--- config.mk ---
export PLATFORM = sky130hd
export DESIGN_NAME = ati_perp_bridge
export DESIGN_NICKNAME = d
export VERILOG_FILES = /design/src/hdl/ati_bus_pkg.sv /design/src/hdl/ati_dev_pkg.sv /design/src/hdl/ati_byte_serializer.sv /design/src/hdl/ati_perp_bridge.sv /design/src/hdl/ati_rx_block_buffer.sv /design/src/hdl/ati_rx_packer.sv /design/src/hdl/ati_wr_queue.sv
export SDC_FILE = /design/constraint.sdc
export NUM_CORES = 1
export LEC_CHECK = 0
export ABC_AREA = 1
export BUFFER_PORTS_ARGS = -buffer_cell sky130_fd_sc_hd__clkbuf_2
export CORE_ASPECT_RATIO = 0.75
export CORE_MARGIN = 1
export CORE_UTILIZATION = 45
export CTS_BUF_LIST = sky130_fd_sc_hd__clkbuf_16
export DETAILED_ROUTE_END_ITERATION = 12
export GPL_ROUTABILITY_DRIVEN = 0
export PLACE_DENSITY = 0.64
export SLEW_MARGIN = 25
export SYNTH_ARGS = -nofsm -noshare
export SYNTH_HDL_FRONTEND = slang
export SYNTH_SLANG_ARGS = --single-unit
--- constraint.sdc ---
create_clock -name clk -period 5.45 [get_ports clk]
set_input_delay 0.545 -clock clk [delete_from_list [all_inputs] [get_ports clk]]
set_output_delay 0.545 -clock clk [all_outputs]
set_load 0.005 [all_outputs]
--- src/hdl/ati_bus_pkg.sv ---
`default_nettype none

package ati_bus_pkg;

    // System bus data word
    localparam int BUS_DATA_W = 64;

    // System bus address
    localparam int BUS_ADDR_W = 64;

    // Channel select taken from the top address bits
    localparam int CHANNEL_W = 2;

    // Size of one bus transfer
    typedef enum logic [1:0] {
        DT_BYTE  = 2'd0,
        DT_WORD  = 2'd1,
        DT_DWORD = 2'd2
    } data_type_e;

    // One transaction as presented by the bus master
    typedef struct packed {
        // Channel in the top bits, rest unused by this slave
        logic [BUS_ADDR_W-1:0] addr;
        logic [BUS_DATA_W-1:0] wdata;
        data_type_e            dtype;
        // One-cycle requests, at most one high
        logic                  rd;
        logic                  wr;
    } bus_req_t;

    // Queued write, waiting for the serializer
    typedef struct packed {
        logic [BUS_DATA_W-1:0] data;
        // Decides how many bytes leave towards the device
        data_type_e            dtype;
    } wr_entry_t;

endpackage

`default_nettype wire

--- src/hdl/ati_dev_pkg.sv ---
`default_nettype none

package ati_dev_pkg;

    // Byte-wide device port
    localparam int DEV_DATA_W = 8;

    // Word block layout, slot 0 count and slots 1..3 data
    localparam int BLOCK_BYTES = 4;
    localparam int SLOT_W      = 2;
    localparam logic [SLOT_W-1:0] FIRST_SLOT = SLOT_W'(1);
    localparam logic [SLOT_W-1:0] LAST_SLOT  = SLOT_W'(BLOCK_BYTES - 1);

    // Byte count of a block fills the whole count slot
    localparam int COUNT_W = DEV_DATA_W;

    // Widest block index carried between packer and buffer
    localparam int BLK_IDX_W = 8;

    // Packer states
    typedef enum logic {
        RX_IDLE     = 1'b0,
        RX_IN_BLOCK = 1'b1
    } rx_state_e;

    // One packer write into the block buffer
    typedef struct packed {
        logic                  byte_wr;
        // Current block, upper bits zero
        logic [BLK_IDX_W-1:0]  blk_idx;
        logic [SLOT_W-1:0]     slot;
        logic [DEV_DATA_W-1:0] data;
        // Block done, store count and mark valid
        logic                  close;
        logic [COUNT_W-1:0]    count;
    } blk_wr_t;

endpackage

`default_nettype wire

--- src/hdl/ati_byte_serializer.sv ---
`timescale 1ns/1ps
`default_nettype none

module ati_byte_serializer (
    input  wire                                clk,
    input  wire                                rst_n,
    input  wire ati_bus_pkg::wr_entry_t        front,
    input  wire                                not_empty,
    output logic                               pop,
    input  wire                                dev_wr_available,
    output logic [ati_dev_pkg::DEV_DATA_W-1:0] dev_wdata,
    output logic                               dev_wr_req
);

    localparam int DW    = ati_dev_pkg::DEV_DATA_W;
    localparam int IDX_W = $clog2(ati_bus_pkg::BUS_DATA_W / DW);

    logic [IDX_W-1:0] byte_idx;
    logic [IDX_W-1:0] last_idx;
    logic             advance;
    logic             last_load;

    // Last byte index from the transfer size
    always_comb begin
        case (front.dtype)
            ati_bus_pkg::DT_WORD: begin
                last_idx = IDX_W'(3);
            end
            ati_bus_pkg::DT_DWORD: begin
                last_idx = IDX_W'(7);
            end
            default: begin
                last_idx = IDX_W'(0);
            end
        endcase
    end

    // Byte mux, LSB first
    assign dev_wdata = front.data[byte_idx*DW +: DW];

    // Stall in place while device is busy
    assign advance = not_empty && dev_wr_available;

    // Load cycle of the final byte frees the queue entry
    assign last_load = dev_wr_req && (byte_idx == last_idx);
    assign pop       = advance && last_load;

    // Req low is the sample cycle, req high the load cycle
    always_ff @(posedge clk) begin
        if (!rst_n) begin
            dev_wr_req <= 1'b0;
            byte_idx   <= '0;
        end else if (advance) begin
            dev_wr_req <= !dev_wr_req;
            if (dev_wr_req) begin
                // Device took the byte, step to the next one
                if (last_load) begin
                    byte_idx <= '0;
                end else begin
                    byte_idx <= byte_idx + 1'b1;
                end
            end
        end
    end

endmodule

`default_nettype wire

--- src/hdl/ati_perp_bridge.sv ---
`timescale 1ns/1ps
`default_nettype none

module ati_perp_bridge #(
    parameter int unsigned CHANNEL_ID     = 0,
    parameter int unsigned WQ_DEPTH       = 4,
    parameter int unsigned RX_BLOCKS      = 8,
    parameter int unsigned PACKET_TIMEOUT = 260416
) (
    input  wire                                 clk,
    input  wire                                 rst_n,
    input  wire ati_bus_pkg::bus_req_t          bus_req,
    output logic [ati_bus_pkg::BUS_DATA_W-1:0]  bus_rdata,
    output logic                                bus_rd_available,
    output logic                                bus_wr_available,
    output logic [ati_dev_pkg::DEV_DATA_W-1:0]  dev_wdata,
    output logic                                dev_wr_req,
    input  wire                                 dev_wr_available,
    input  wire  [ati_dev_pkg::DEV_DATA_W-1:0]  dev_rdata,
    input  wire                                 dev_rd_available,
    output logic                                dev_rd_req
);

    localparam int CH_W = ati_bus_pkg::CHANNEL_W;
    localparam int AW   = ati_bus_pkg::BUS_ADDR_W;

    logic                   chan_match;
    logic                   wr_push;
    logic                   rd_pop;
    logic                   q_full;
    logic                   q_not_empty;
    logic                   q_pop;
    ati_bus_pkg::wr_entry_t push_entry;
    ati_bus_pkg::wr_entry_t q_front;
    ati_dev_pkg::blk_wr_t   blk_wr;
    logic                   buf_full;

    // Channel decode on the top address bits
    assign chan_match = bus_req.addr[AW-1 -: CH_W] == CH_W'(CHANNEL_ID);
    assign wr_push    = chan_match && bus_req.wr;
    assign rd_pop     = chan_match && bus_req.rd;

    always_comb begin
        push_entry.data  = bus_req.wdata;
        push_entry.dtype = bus_req.dtype;
    end

    // Full queue holds off the master
    assign bus_wr_available = !q_full;

    // Write path, queue then serializer
    ati_wr_queue #(
        .WQ_DEPTH(WQ_DEPTH)
    ) wr_queue_i (
        .clk       (clk),
        .rst_n     (rst_n),
        .push      (wr_push),
        .push_entry(push_entry),
        .pop       (q_pop),
        .front     (q_front),
        .not_empty (q_not_empty),
        .full      (q_full)
    );

    ati_byte_serializer byte_serializer_i (
        .clk             (clk),
        .rst_n           (rst_n),
        .front           (q_front),
        .not_empty       (q_not_empty),
        .pop             (q_pop),
        .dev_wr_available(dev_wr_available),
        .dev_wdata       (dev_wdata),
        .dev_wr_req      (dev_wr_req)
    );

    // Read path, packer then block buffer
    ati_rx_packer #(
        .RX_BLOCKS     (RX_BLOCKS),
        .PACKET_TIMEOUT(PACKET_TIMEOUT)
    ) rx_packer_i (
        .clk             (clk),
        .rst_n           (rst_n),
        .dev_rdata       (dev_rdata),
        .dev_rd_available(dev_rd_available),
        .dev_rd_req      (dev_rd_req),
        .buf_full        (buf_full),
        .blk_wr          (blk_wr)
    );

    // Read answer follows the request size of the current cycle
    ati_rx_block_buffer #(
        .RX_BLOCKS(RX_BLOCKS)
    ) rx_block_buffer_i (
        .clk         (clk),
        .rst_n       (rst_n),
        .blk_wr      (blk_wr),
        .buf_full    (buf_full),
        .rd_type     (bus_req.dtype),
        .rd_pop      (rd_pop),
        .rd_available(bus_rd_available),
        .rdata       (bus_rdata)
    );

endmodule

`default_nettype wire

--- src/hdl/ati_rx_block_buffer.sv ---
`timescale 1ns/1ps
`default_nettype none

module ati_rx_block_buffer #(
    parameter int unsigned RX_BLOCKS = 8
) (
    input  wire                                  clk,
    input  wire                                  rst_n,
    input  wire ati_dev_pkg::blk_wr_t            blk_wr,
    output logic                                 buf_full,
    input  wire ati_bus_pkg::data_type_e         rd_type,
    input  wire                                  rd_pop,
    output logic                                 rd_available,
    output logic [ati_bus_pkg::BUS_DATA_W-1:0]   rdata
);

    // Block count is a power of two, indices wrap on their own
    localparam int IDX_W = $clog2(RX_BLOCKS);
    localparam int W     = ati_dev_pkg::DEV_DATA_W;
    localparam int HI_W  = ati_bus_pkg::BUS_DATA_W - ati_dev_pkg::BLOCK_BYTES * W;

    // Byte array, slot 0 of each block holds its count
    logic [W-1:0] mem [RX_BLOCKS][ati_dev_pkg::BLOCK_BYTES];

    logic [RX_BLOCKS-1:0] valid;
    logic [IDX_W-1:0]     rd_blk;
    logic [IDX_W-1:0]     rd_blk_next;
    logic [IDX_W-1:0]     wr_blk;
    logic [IDX_W-1:0]     wr_blk_next;
    logic [3*W-1:0]       data_lo;
    logic [3*W-1:0]       data_hi;
    logic [2*W-1:0]       cnt_sum;
    logic                 dword;
    logic                 take;

    assign wr_blk      = blk_wr.blk_idx[IDX_W-1:0];
    assign wr_blk_next = wr_blk + 1'b1;
    assign rd_blk_next = rd_blk + 1'b1;

    // Packer may not step onto the oldest unread block
    assign buf_full = rd_blk == wr_blk_next;

    // Data bytes and count land in separate slots
    always_ff @(posedge clk) begin
        if (blk_wr.byte_wr) begin
            mem[wr_blk][blk_wr.slot] <= blk_wr.data;
        end
        if (blk_wr.close) begin
            mem[wr_blk][0] <= blk_wr.count;
        end
    end

    // Current block in the low word, next block above it
    assign data_lo = {mem[rd_blk][3], mem[rd_blk][2], mem[rd_blk][1]};
    assign data_hi = {mem[rd_blk_next][3], mem[rd_blk_next][2], mem[rd_blk_next][1]};
    assign cnt_sum = {{W{1'b0}}, mem[rd_blk][0]} + {{W{1'b0}}, mem[rd_blk_next][0]};

    // Bus view, follows the request size
    always_comb begin
        case (rd_type)
            ati_bus_pkg::DT_BYTE, ati_bus_pkg::DT_WORD: begin
                rd_available = valid[rd_blk];
                rdata        = {{HI_W{1'b0}}, data_lo, mem[rd_blk][0]};
            end
            ati_bus_pkg::DT_DWORD: begin
                // Needs both blocks closed
                rd_available = valid[rd_blk] && valid[rd_blk_next];
                rdata        = {data_hi, data_lo, cnt_sum};
            end
            default: begin
                rd_available = 1'b0;
                rdata        = '0;
            end
        endcase
    end

    assign dword = rd_type == ati_bus_pkg::DT_DWORD;
    assign take  = rd_pop && rd_available;

    // Close sets a flag, read clears one or two
    always_ff @(posedge clk) begin
        if (!rst_n) begin
            rd_blk <= '0;
            valid  <= '0;
        end else begin
            if (take) begin
                rd_blk <= dword ? rd_blk_next + 1'b1 : rd_blk_next;
            end
            for (int i = 0; i < RX_BLOCKS; i++) begin
                // Never the same block, close hits only invalid ones
                if (blk_wr.close && (wr_blk == IDX_W'(i))) begin
                    valid[i] <= 1'b1;
                end else if (take && ((rd_blk == IDX_W'(i))
                             || (dword && (rd_blk_next == IDX_W'(i))))) begin
                    valid[i] <= 1'b0;
                end
            end
        end
    end

endmodule

`default_nettype wire

--- src/hdl/ati_rx_packer.sv ---
`timescale 1ns/1ps
`default_nettype none

module ati_rx_packer #(
    parameter int unsigned RX_BLOCKS      = 8,
    parameter int unsigned PACKET_TIMEOUT = 260416
) (
    input  wire                                  clk,
    input  wire                                  rst_n,
    input  wire  [ati_dev_pkg::DEV_DATA_W-1:0]   dev_rdata,
    input  wire                                  dev_rd_available,
    output logic                                 dev_rd_req,
    input  wire                                  buf_full,
    output ati_dev_pkg::blk_wr_t                 blk_wr
);

    localparam int IDX_W = $clog2(RX_BLOCKS);
    localparam int PAD_W = ati_dev_pkg::BLK_IDX_W - IDX_W;
    localparam int TO_W  = $clog2(PACKET_TIMEOUT + 1);
    localparam logic [TO_W-1:0] TO_LIMIT = TO_W'(PACKET_TIMEOUT);

    ati_dev_pkg::rx_state_e state;

    // Write pointer is block index plus slot
    logic [IDX_W-1:0]                 wr_blk;
    logic [ati_dev_pkg::SLOT_W-1:0]   slot;
    logic [ati_dev_pkg::COUNT_W-1:0]  byte_cnt;
    logic [TO_W-1:0]                  silence_cnt;

    logic in_block;
    logic capture;
    logic pop_byte;
    logic slot_wrap;
    logic timed_out;
    logic close;

    assign in_block = state == ati_dev_pkg::RX_IN_BLOCK;

    // Capture and pop alternate, req high marks the pop cycle
    assign pop_byte = in_block && dev_rd_req;
    assign capture  = in_block && !dev_rd_req && dev_rd_available;

    // Third data byte popped
    assign slot_wrap = pop_byte && (slot == ati_dev_pkg::LAST_SLOT);

    // Quiet device long enough, partial block with data only
    assign timed_out = in_block && !dev_rd_req && !dev_rd_available
                    && (silence_cnt == TO_LIMIT) && (byte_cnt != '0);

    assign close = slot_wrap || timed_out;

    // Write port of the block buffer, driven every cycle
    always_comb begin
        blk_wr.byte_wr = capture;
        blk_wr.blk_idx = {{PAD_W{1'b0}}, wr_blk};
        blk_wr.slot    = slot;
        blk_wr.data    = dev_rdata;
        blk_wr.close   = close;
        blk_wr.count   = byte_cnt;
    end

    always_ff @(posedge clk) begin
        if (!rst_n) begin
            state       <= ati_dev_pkg::RX_IDLE;
            wr_blk      <= '0;
            slot        <= ati_dev_pkg::FIRST_SLOT;
            byte_cnt    <= '0;
            silence_cnt <= '0;
            dev_rd_req  <= 1'b0;
        end else begin
            case (state)
                ati_dev_pkg::RX_IDLE: begin
                    silence_cnt <= '0;
                    // Wait for a free block
                    if (!buf_full) begin
                        state    <= ati_dev_pkg::RX_IN_BLOCK;
                        byte_cnt <= '0;
                    end
                end
                ati_dev_pkg::RX_IN_BLOCK: begin
                    if (pop_byte) begin
                        // Device drops the byte at this edge
                        dev_rd_req  <= 1'b0;
                        silence_cnt <= '0;
                        if (!slot_wrap) begin
                            slot <= slot + 1'b1;
                        end
                    end else if (capture) begin
                        dev_rd_req  <= 1'b1;
                        byte_cnt    <= byte_cnt + 1'b1;
                        silence_cnt <= '0;
                    end else if (silence_cnt != TO_LIMIT) begin
                        // Saturates, an empty block just waits
                        silence_cnt <= silence_cnt + 1'b1;
                    end
                    // Block done, next block from slot 1
                    if (close) begin
                        state  <= ati_dev_pkg::RX_IDLE;
                        wr_blk <= wr_blk + 1'b1;
                        slot   <= ati_dev_pkg::FIRST_SLOT;
                    end
                end
                default: begin
                    state <= ati_dev_pkg::RX_IDLE;
                end
            endcase
        end
    end

endmodule

`default_nettype wire

--- src/hdl/ati_wr_queue.sv ---
`timescale 1ns/1ps
`default_nettype none

module ati_wr_queue #(
    parameter int unsigned WQ_DEPTH = 4
) (
    input  wire                         clk,
    input  wire                         rst_n,
    input  wire                         push,
    input  wire ati_bus_pkg::wr_entry_t push_entry,
    input  wire                         pop,
    output ati_bus_pkg::wr_entry_t      front,
    output logic                        not_empty,
    output logic                        full
);

    // Depth is a power of two, pointers wrap on their own
    localparam int PTR_W = $clog2(WQ_DEPTH);

    ati_bus_pkg::wr_entry_t mem [WQ_DEPTH];

    logic [PTR_W-1:0] front_ptr;
    logic [PTR_W-1:0] rear_ptr;
    logic [PTR_W-1:0] rear_next;

    // One slot kept free to tell full from empty
    assign rear_next = rear_ptr + 1'b1;
    assign full      = rear_next == front_ptr;
    assign not_empty = rear_ptr != front_ptr;

    // Head entry straight to the serializer
    assign front = mem[front_ptr];

    // Entry storage
    always_ff @(posedge clk) begin
        if (push && !full) begin
            mem[rear_ptr] <= push_entry;
        end
    end

    // Rear moves on accepted push, push into full queue is lost
    always_ff @(posedge clk) begin
        if (!rst_n) begin
            rear_ptr <= '0;
        end else if (push && !full) begin
            rear_ptr <= rear_next;
        end
    end

    // Front moves once the last byte of the head entry is loaded
    always_ff @(posedge clk) begin
        if (!rst_n) begin
            front_ptr <= '0;
        end else if (pop && not_empty) begin
            front_ptr <= front_ptr + 1'b1;
        end
    end

endmodule

`default_nettype wire
==> qor.yml, run 1 <==
synth:
  synth_seq_area_share_pct: 63.0
  synth_seq_cells: 577
  syn-cell-area_sq_um: 26600
  post_synth.cell_area_avg_sq_um: 10.4
  ys_types: 46
  synthesis.instances: 2546
  yosysWarnings: 0
  syn_nets: 2729
power:
  seqPwrFrac_pct: 53.2
  power_density_nw_per_um2: 306
  report.power.total_uw: 9140
  p_int_uw: 7180
  power.switching_uw: 1950
  share_clk_of_total_power_pct: 43.8
  swShare_pct: 21.4
  pwr-share-comb_pct: 3.0
  p_leak_uw: 0.0104
  peakVddDrop_mv: 0.295
routing:
  ant_nets: 0
  viasPerCell: 5.83
  first_pass_iters: 6
  drc: 0
  drt-wirelength-per-cell_um: 21.4
  dr.first_iter.drc_count: 2597
  vias: 20100
  drt_wl_total_um: 74100
setup_path:
  path_cells: "inv_6 > ha_4 > inv_1 > buf_4 > a21oi_1 > o21ai_0 > nand2_1 > nor2_1 > a31oi_1 > ha_1 > inv_1 > fa_1 > inv_1 > a21oi_1 > o21ai_0 > nand2_1 > a21oi_1 > nor2_1 > nand2_1 > nand3_1 > nand2_1 > clkbuf_2"
  critPathArrivalTime_ps: 4600
  crit_slowest_cell: "dfxtp_4"
  endpoint_kind: "output port"
  critPathCapture: "bus_rdata[6]"
  path_max_fanout: 47
  required_ps: 4910
  critPathLaunch: "rx_block_buffer_i.rd_blk[0]"
  criticalPathCategory: "flop to output port"
  crit_path_frequent_cell: "nand2_1"
  cp_slowest_stage_delay_ps: 560
  reg2regPathDepth: 7
  critPathLaunchType: "flop"
  r2r-end: "wr_queue_i.mem[1][12]"
  worstReg2RegStart: "wr_queue_i.rear_ptr[0]"
  r2r_slack_ps: 2080
placed_design:
  io_buffer_count: 157
  numPlacedInstances: 3341
  place_hpwl_um: 45900
final_layout:
  most-common-layout-cells: "520 x edfxtp_1, 446 x o21ai_0, 277 x nor2_1"
  final_cells: 3453
  areaGrowthSynthToFinish_pct: 12.2
  drive_gt1_share_pct: 12.1
  final_core_util_pct: 51.5
  fin_nets: 2806
  layout_commonest_cell: "edfxtp_1"
die:
  num_io_pins: 220
  coreArea_sq_um: 57900
  row_count: 76
  dieArea_sq_um: 60000
  die_w_um: 283
  dieHeight_um: 212
  start_util_pct: 45.9
grt:
  use_met3_pct: 5.13
  grtUsageMet1_pct: 35.7
  grt_max_degree: 101
  grt_pass1_wl_um: 111000
  grt_pass1_vias: 19000
  grt_usage_pct: 24.4
  met2_usage_pct: 36.1
  grt_overflow: 0
  antenna_found_initial: 5
  top_usage_layer: "met2"
clock_tree:
  htree_levels: 2
  cts.clk_slew.worst_paths_ps: 70
  clk_latency_ps: 650
  cts_tree: "yes"
  cts_buffers: 57
  clockBufferDepth: 3
  clockRootBuffer: "clkbuf_16"
  cts.sinks: 577
outcome:
  status: "finished, final reports clean"
timing:
  maxSlewHeadroom_pct: 27.2
  min_period_over_period_pct: 94.5
  fmax_mhz: 194
  fin_tns_setup_ps: 0
  report.final.setup_viol: 0
  final-hold-violation-count: 0
  fin_skew_ps: 54.1
  whs_ps: 115
  rsz0062_at_grt: "no"
  fin_crit_ps: 5150
  finalMaxSlewViolations: 0
  tightest_slew_ps: 1090
job:
  max-cap-violations: 0
worst_hold_path:
  worstHoldPathType: "input port to flop"
registers in the layout, summed over array words and instances, names as in the netlist, named ones only:
register                      flops
rx_packer_i.silence_cnt          18
rx_packer_i.byte_cnt              8
rx_packer_i.slot                  2
rx_block_buffer_i.rd_blk          3
rx_block_buffer_i.mem           256
byte_serializer_i.byte_idx        3
rx_packer_i.dev_rd_req            1
byte_serializer_i.dev_wr_req      1
wr_queue_i.rear_ptr               2
wr_queue_i.front_ptr              2
rx_packer_i.in_block              1
wr_queue_i.mem                  264
rx_block_buffer_i.valid           8
rx_packer_i.wr_blk                3
power groups by stage:
stage / sequential, uW / combinational (uW) / clock [uW]
floorplan: 4960 / 112 / 0
global placement: 4960 / 263 / 0
detailed placement: 4960 / 271 / 0
CTS: 4860 / 272 / 4060
global route: 4860 / 301 / 4230
finish: 4860 / 275 / 4000
critical path: cells and delay by family (launching register included):
| kind | cells | cell delay (ps) |
|---|---|---|
| AO/OA/AOI/OAI | 6 | 940 |
| adder cells (fa/ha/maj) | 3 | 1090 |
| buffers and inverters | 6 | 790 |
| flip-flops | 1 | 560 |
| AND/OR/NAND/NOR | 7 | 560 |
per-stage QoR:
stage	cell area (sq um)	setup WS [ps]
final	29800	300
after global routing	29800	43.8
after CTS	29800	172
after detailed placement	27900	695
after global placement	27900	784
after floorplan	26600	913
cell families after synthesis:
group           synth area share (%)
simple gates                    10.3
flops                           63.0
fa+ha+maj                       1.86
xor+xnor                       0.593
compound gates                  18.3
buf+inv                         5.89
layout make-up:
| type | count | area (sq um) |
|---|---|---|
| Multi-Input combinational cell | 1595 | 8300 |
| Tap cell | 780 | 976 |
| Fill cell | 5023 | 28100 |
| Inverter | 202 | 766 |
| Antenna cell | 2 | 5.00 |
| Timing Repair Buffer | 190 | 1100 |
| Clock inverter | 50 | 485 |
| Sequential cell | 577 | 16800 |
| Clock buffer | 57 | 1430 |
timing repair:
| action | CTS | global route |
|---|---|---|
| hold buffers | 0 | 0 |
| endpoints found under the setup margin | 1 | 1 |
| setup buffers | 1 | 1 |
| resized for setup | 0 | 1 |
| pin swaps | 0 | 1 |
synthesized netlist by cell type, drive strengths merged:
library cell	number	area, sq um
a211oi	1	7.51
a21boi	1	11.3
a21oi	218	1100
a22o	1	8.76
a31o	2	17.5
a31oi	35	219
a32o	2	20.0
and3	1	6.26
buf	80	459
clkbuf	92	347
clkinv	4	15.0
dfxtp	57	1140
edfxtp	520	15600
fa	1	20.0
ha	38	475
inv	198	746
nand2	230	876
nand3	93	480
nand4	21	131
nor2	285	1080
nor3	23	131
nor3b	4	35.0
o211ai	54	405
o21a	4	30.0
o21ai	477	2390
o221ai	46	403
o22ai	37	231
o32ai	2	17.5
or2	1	6.26
xnor2	6	52.6
xor2	12	105
worst min path at each step:
stage,depth (start not counted),start,to
6_report,1,bus_req[65],wr_queue_i.mem[3][63]
4_1_cts,1,bus_req[67],wr_queue_i.mem[2][65]
2_1_floorplan,2,rx_block_buffer_i.valid[1],rx_block_buffer_i.valid[1]
5_1_grt,1,bus_req[66],wr_queue_i.mem[2][64]
3_3_place_gp,2,rx_block_buffer_i.valid[4],rx_block_buffer_i.valid[4]
3_5_place_dp,2,rx_block_buffer_i.valid[1],rx_block_buffer_i.valid[1]
per-layer routing:
layer	up-vias	wire [um]
met5	-	34
met4	6	1780
met3	137	6980
met2	897	32700
met1	9731	32600
li1	9361	-
Note: power is estimated with default switching activity, not from simulation.
==> inputs of run 2 (changes only) <==
--- a/config.mk
+++ b/config.mk
@@ -15,4 +15,5 @@
 export GPL_ROUTABILITY_DRIVEN = 0
 export PLACE_DENSITY = 0.64
+export RECOVER_POWER = 50
 export SLEW_MARGIN = 25
 export SYNTH_ARGS = -nofsm -noshare
==> constraint.sdc (replaced) <==
create_clock -name clk -period 5.45 [get_ports clk]
set_input_delay 0.545 -clock clk [delete_from_list [all_inputs] [get_ports clk]]
set_output_delay 0.545 -clock clk [all_outputs]
set_load 0.1 [all_outputs]
==> qor.yml, run 2 (synthesis results as in run 1) <==
timing:
  finalMaxSlewViolations: 113  # +113
  fin_skew_ps: 46.8  # -7.36 ps
  tightest_slew_ps: 1880  # +796 ps
  min_period_over_period_pct: 91.1  # -3.4 points
  fin_crit_ps: 4960  # -185 ps
  setup_ws_ps: 485  # +185 ps
  maxSlewHeadroom_pct: -25.6  # -53 points
  rsz0062_at_grt: "no"
  fin_tns_setup_ps: 0  # unchanged
  fmax_mhz: 201  # +3.7%
  final-hold-violation-count: 0  # unchanged
  report.final.setup_viol: 0  # unchanged
grt:
  grt_pass1_wl_um: 111000  # -0.59%
  grt_pass1_vias: 19000  # +0.12%
  grt_overflow: 0  # unchanged
  grt_usage_pct: 24.2  # -0.21 points
  antenna_found_initial: 6  # +1
  grt_max_degree: 87  # -14%
die:
  start_util_pct: 45.9  # unchanged
  num_io_pins: 220  # unchanged
  coreArea_sq_um: 57900  # unchanged
  die_w_um: 283  # unchanged
  row_count: 76  # unchanged
  dieArea_sq_um: 60000  # unchanged
  dieHeight_um: 212  # unchanged
clock_tree:
  hold_buffers: 0  # unchanged
  clockRootBuffer: "clkbuf_16"
  cts_tree: "yes"
  clockBufferDepth: 3  # unchanged
  htree_levels: 2  # unchanged
  cts.sinks: 577  # unchanged
  cts_buffers: 56  # -1.8%
  cts.clk_slew.worst_paths_ps: 60  # about the same
  clk_latency_ps: 640  # about the same
setup_path:
  path_max_fanout: 20  # -57%
  critPathLaunchType: "flop"
  r2r_slack_ps: 2060  # -20 ps
  criticalPathCategory: "flop to output port"
  required_ps: 4910  # about the same
  crit_slowest_cell: "ha_4"
  cp_slowest_stage_delay_ps: 480  # -80 ps
  path_cells: "inv_1 > ha_4 > inv_1 > a21oi_1 > o21ai_0 > nand2_1 > nor2_1 > a31oi_1 > ha_1 > inv_1 > fa_1 > inv_1 > a21oi_1 > o21ai_0 > nand2_1 > a21oi_1 > nor2_1 > nand2_1 > nand3_1 > nand2_1 > buf_12"
  reg2regPathDepth: 11  # +4
  worstReg2RegStart: "rx_block_buffer_i.rd_blk[1]"
  critPathArrivalTime_ps: 4420  # -180 ps
  endpoint_kind: "output port"
placed_design:
  postPlaceCellArea_sq_um: 28000  # +0.52%
  io_buffer_count: 157  # unchanged
  pre_cts_slack_ps: 1040  # +349 ps
  numPlacedInstances: 3346  # +0.15%
  place_hpwl_um: 45400  # -1.2%
routing:
  ant_nets: 0  # unchanged
  dr.first_iter.drc_count: 2380  # -8.4%
  drt_wl_total_um: 73200  # -1.1%
  drc: 0  # unchanged
  drt-wirelength-per-cell_um: 21.2  # -1.2%
  vias: 20300  # +0.68%
  viasPerCell: 5.86  # +0.59%
  first_pass_iters: 6  # unchanged
final_layout:
  biggestRegsByFlops: "wr_queue_i.mem x264, rx_block_buffer_i.mem x256, rx_packer_i.silence_cnt x18"
  fillCellCount: 5032  # +0.18%
  fin_nets: 2808  # +0.071%
  drive_gt1_share_pct: 8.53  # -3.5 points
  layout_commonest_cell: "edfxtp_1"
  fin_area_sq_um: 29600  # -0.72%
  areaGrowthSynthToFinish_pct: 11.4
  most-common-layout-cells: "520 x edfxtp_1, 443 x o21ai_0, 278 x nor2_1"
  largest_reg_flops: 264  # unchanged
  top_register: "wr_queue_i.mem"
  final_cells: 3456  # +0.087%
power:
  peakVddDrop_mv: 0.260  # -12%
  p_leak_uw: 0.0101  # -2.6%
  power_density_nw_per_um2: 301  # -1.6%
outcome:
  status: "complete, but fails checks"
  violations: "max-capacitance violations, max-slew violations"
worst_hold_path:
  worstHoldPathType: "input port to flop"
  hold_depth: 1  # unchanged
  hold_end: "wr_queue_i.mem[3][36]"
  hold_start: "bus_req[38]"
job:
  max-cap-violations: 4  # +4
==> run 2: changes by cell type in the layout (fill, tap and decap cells not counted), moves of 3 or more <==
| cell | before | now |
|---|---|---|
| buf_12 | 3 | 10 |
| buf_4 | 28 | 31 |
| bufinv_16 | 7 | 1 |
| clkbuf_1 | 0 | 76 |
| clkbuf_2 | 157 | 74 |
| clkinv_1 | 15 | 25 |
| clkinv_2 | 18 | 13 |
| inv_1 | 193 | 199 |
| o21ai_0 | 446 | 443 |
| o21ai_1 | 31 | 34 |
==> run 2: layer usage <==
layer | GRT usage (%) | part of all wire (%) | routed length, um
met1 | 35.8 | 44 | 32400
met2 | 36.6 | 45 | 32700
met3 | 3.92 | 8.8 | 6460
met4 | 6.67 | 2.1 | 1570
met5 | 0 | 0.066 | 48
==> run 2: worst max-delay path, delay by kind of cell, from the launching register on <==
kind	cells	cell delay (ps)
adders and majority gates	3	1120
DFF	1	440
and+or+nand+nor	7	610
AOI/OAI and AO/OA	6	940
buffers and inverters	5	690
==> run 2: worst max-delay path by stage <==
stage	startpoint	to	slack [ps]	cells past startpoint
2_1_floorplan	rx_block_buffer_i.rd_blk[0]	bus_rdata[8]	230	21
3_3_place_gp	rx_block_buffer_i.rd_blk[1]	bus_rdata[6]	990	21
3_5_place_dp	flop	bus_rdata[6]	1040	18
4_1_cts	rx_block_buffer_i.rd_blk[1]	bus_rdata[6]	330	21
5_1_grt	rx_block_buffer_i.rd_blk[1]	bus_rdata[6]	130	21
6_report	rx_block_buffer_i.rd_blk[1]	bus_rdata[6]	490	21
==> run 2: report_power, final <==
| group | total [uW] | internal, uW | leakage, uW | switching, uW |
|---|---|---|---|---|
| clock network | 3620 | 1920 | 0.000871 | 1700 |
| logic | 435 | 79.0 | 0.00410 | 356 |
| registers | 4860 | 4850 | 0.00515 | 11.6 |
==> run 2: layout make-up <==
cell class              count  area [sq um]  area share, %
well taps                 780           976           3.30
clock inverters            50           292          0.984
diodes                      3          7.51         0.0253
clock buffers              56          1400           4.73
inverters                 202           764           2.58
repair buffers            193          1130           3.81
flip-flops and latches    577         16800           56.6
multi-input cells        1595          8270           27.9
==> run 2: metrics by stage <==
stage,hold slack (ps),total power (uW),util (%)
global placement,472,5390,48.4
global route,131,9160,51.1
floorplan,453,5230,-
CTS,81.3,8970,51.3
detailed placement,472,5400,48.4
finish,156,8920,51.1
==> run 2: timing repair <==
item | in CTS | in global routing
setup buffers | 0 | 0
resized for setup | 0 | 2
endpoints found under the setup margin | 0 | 1
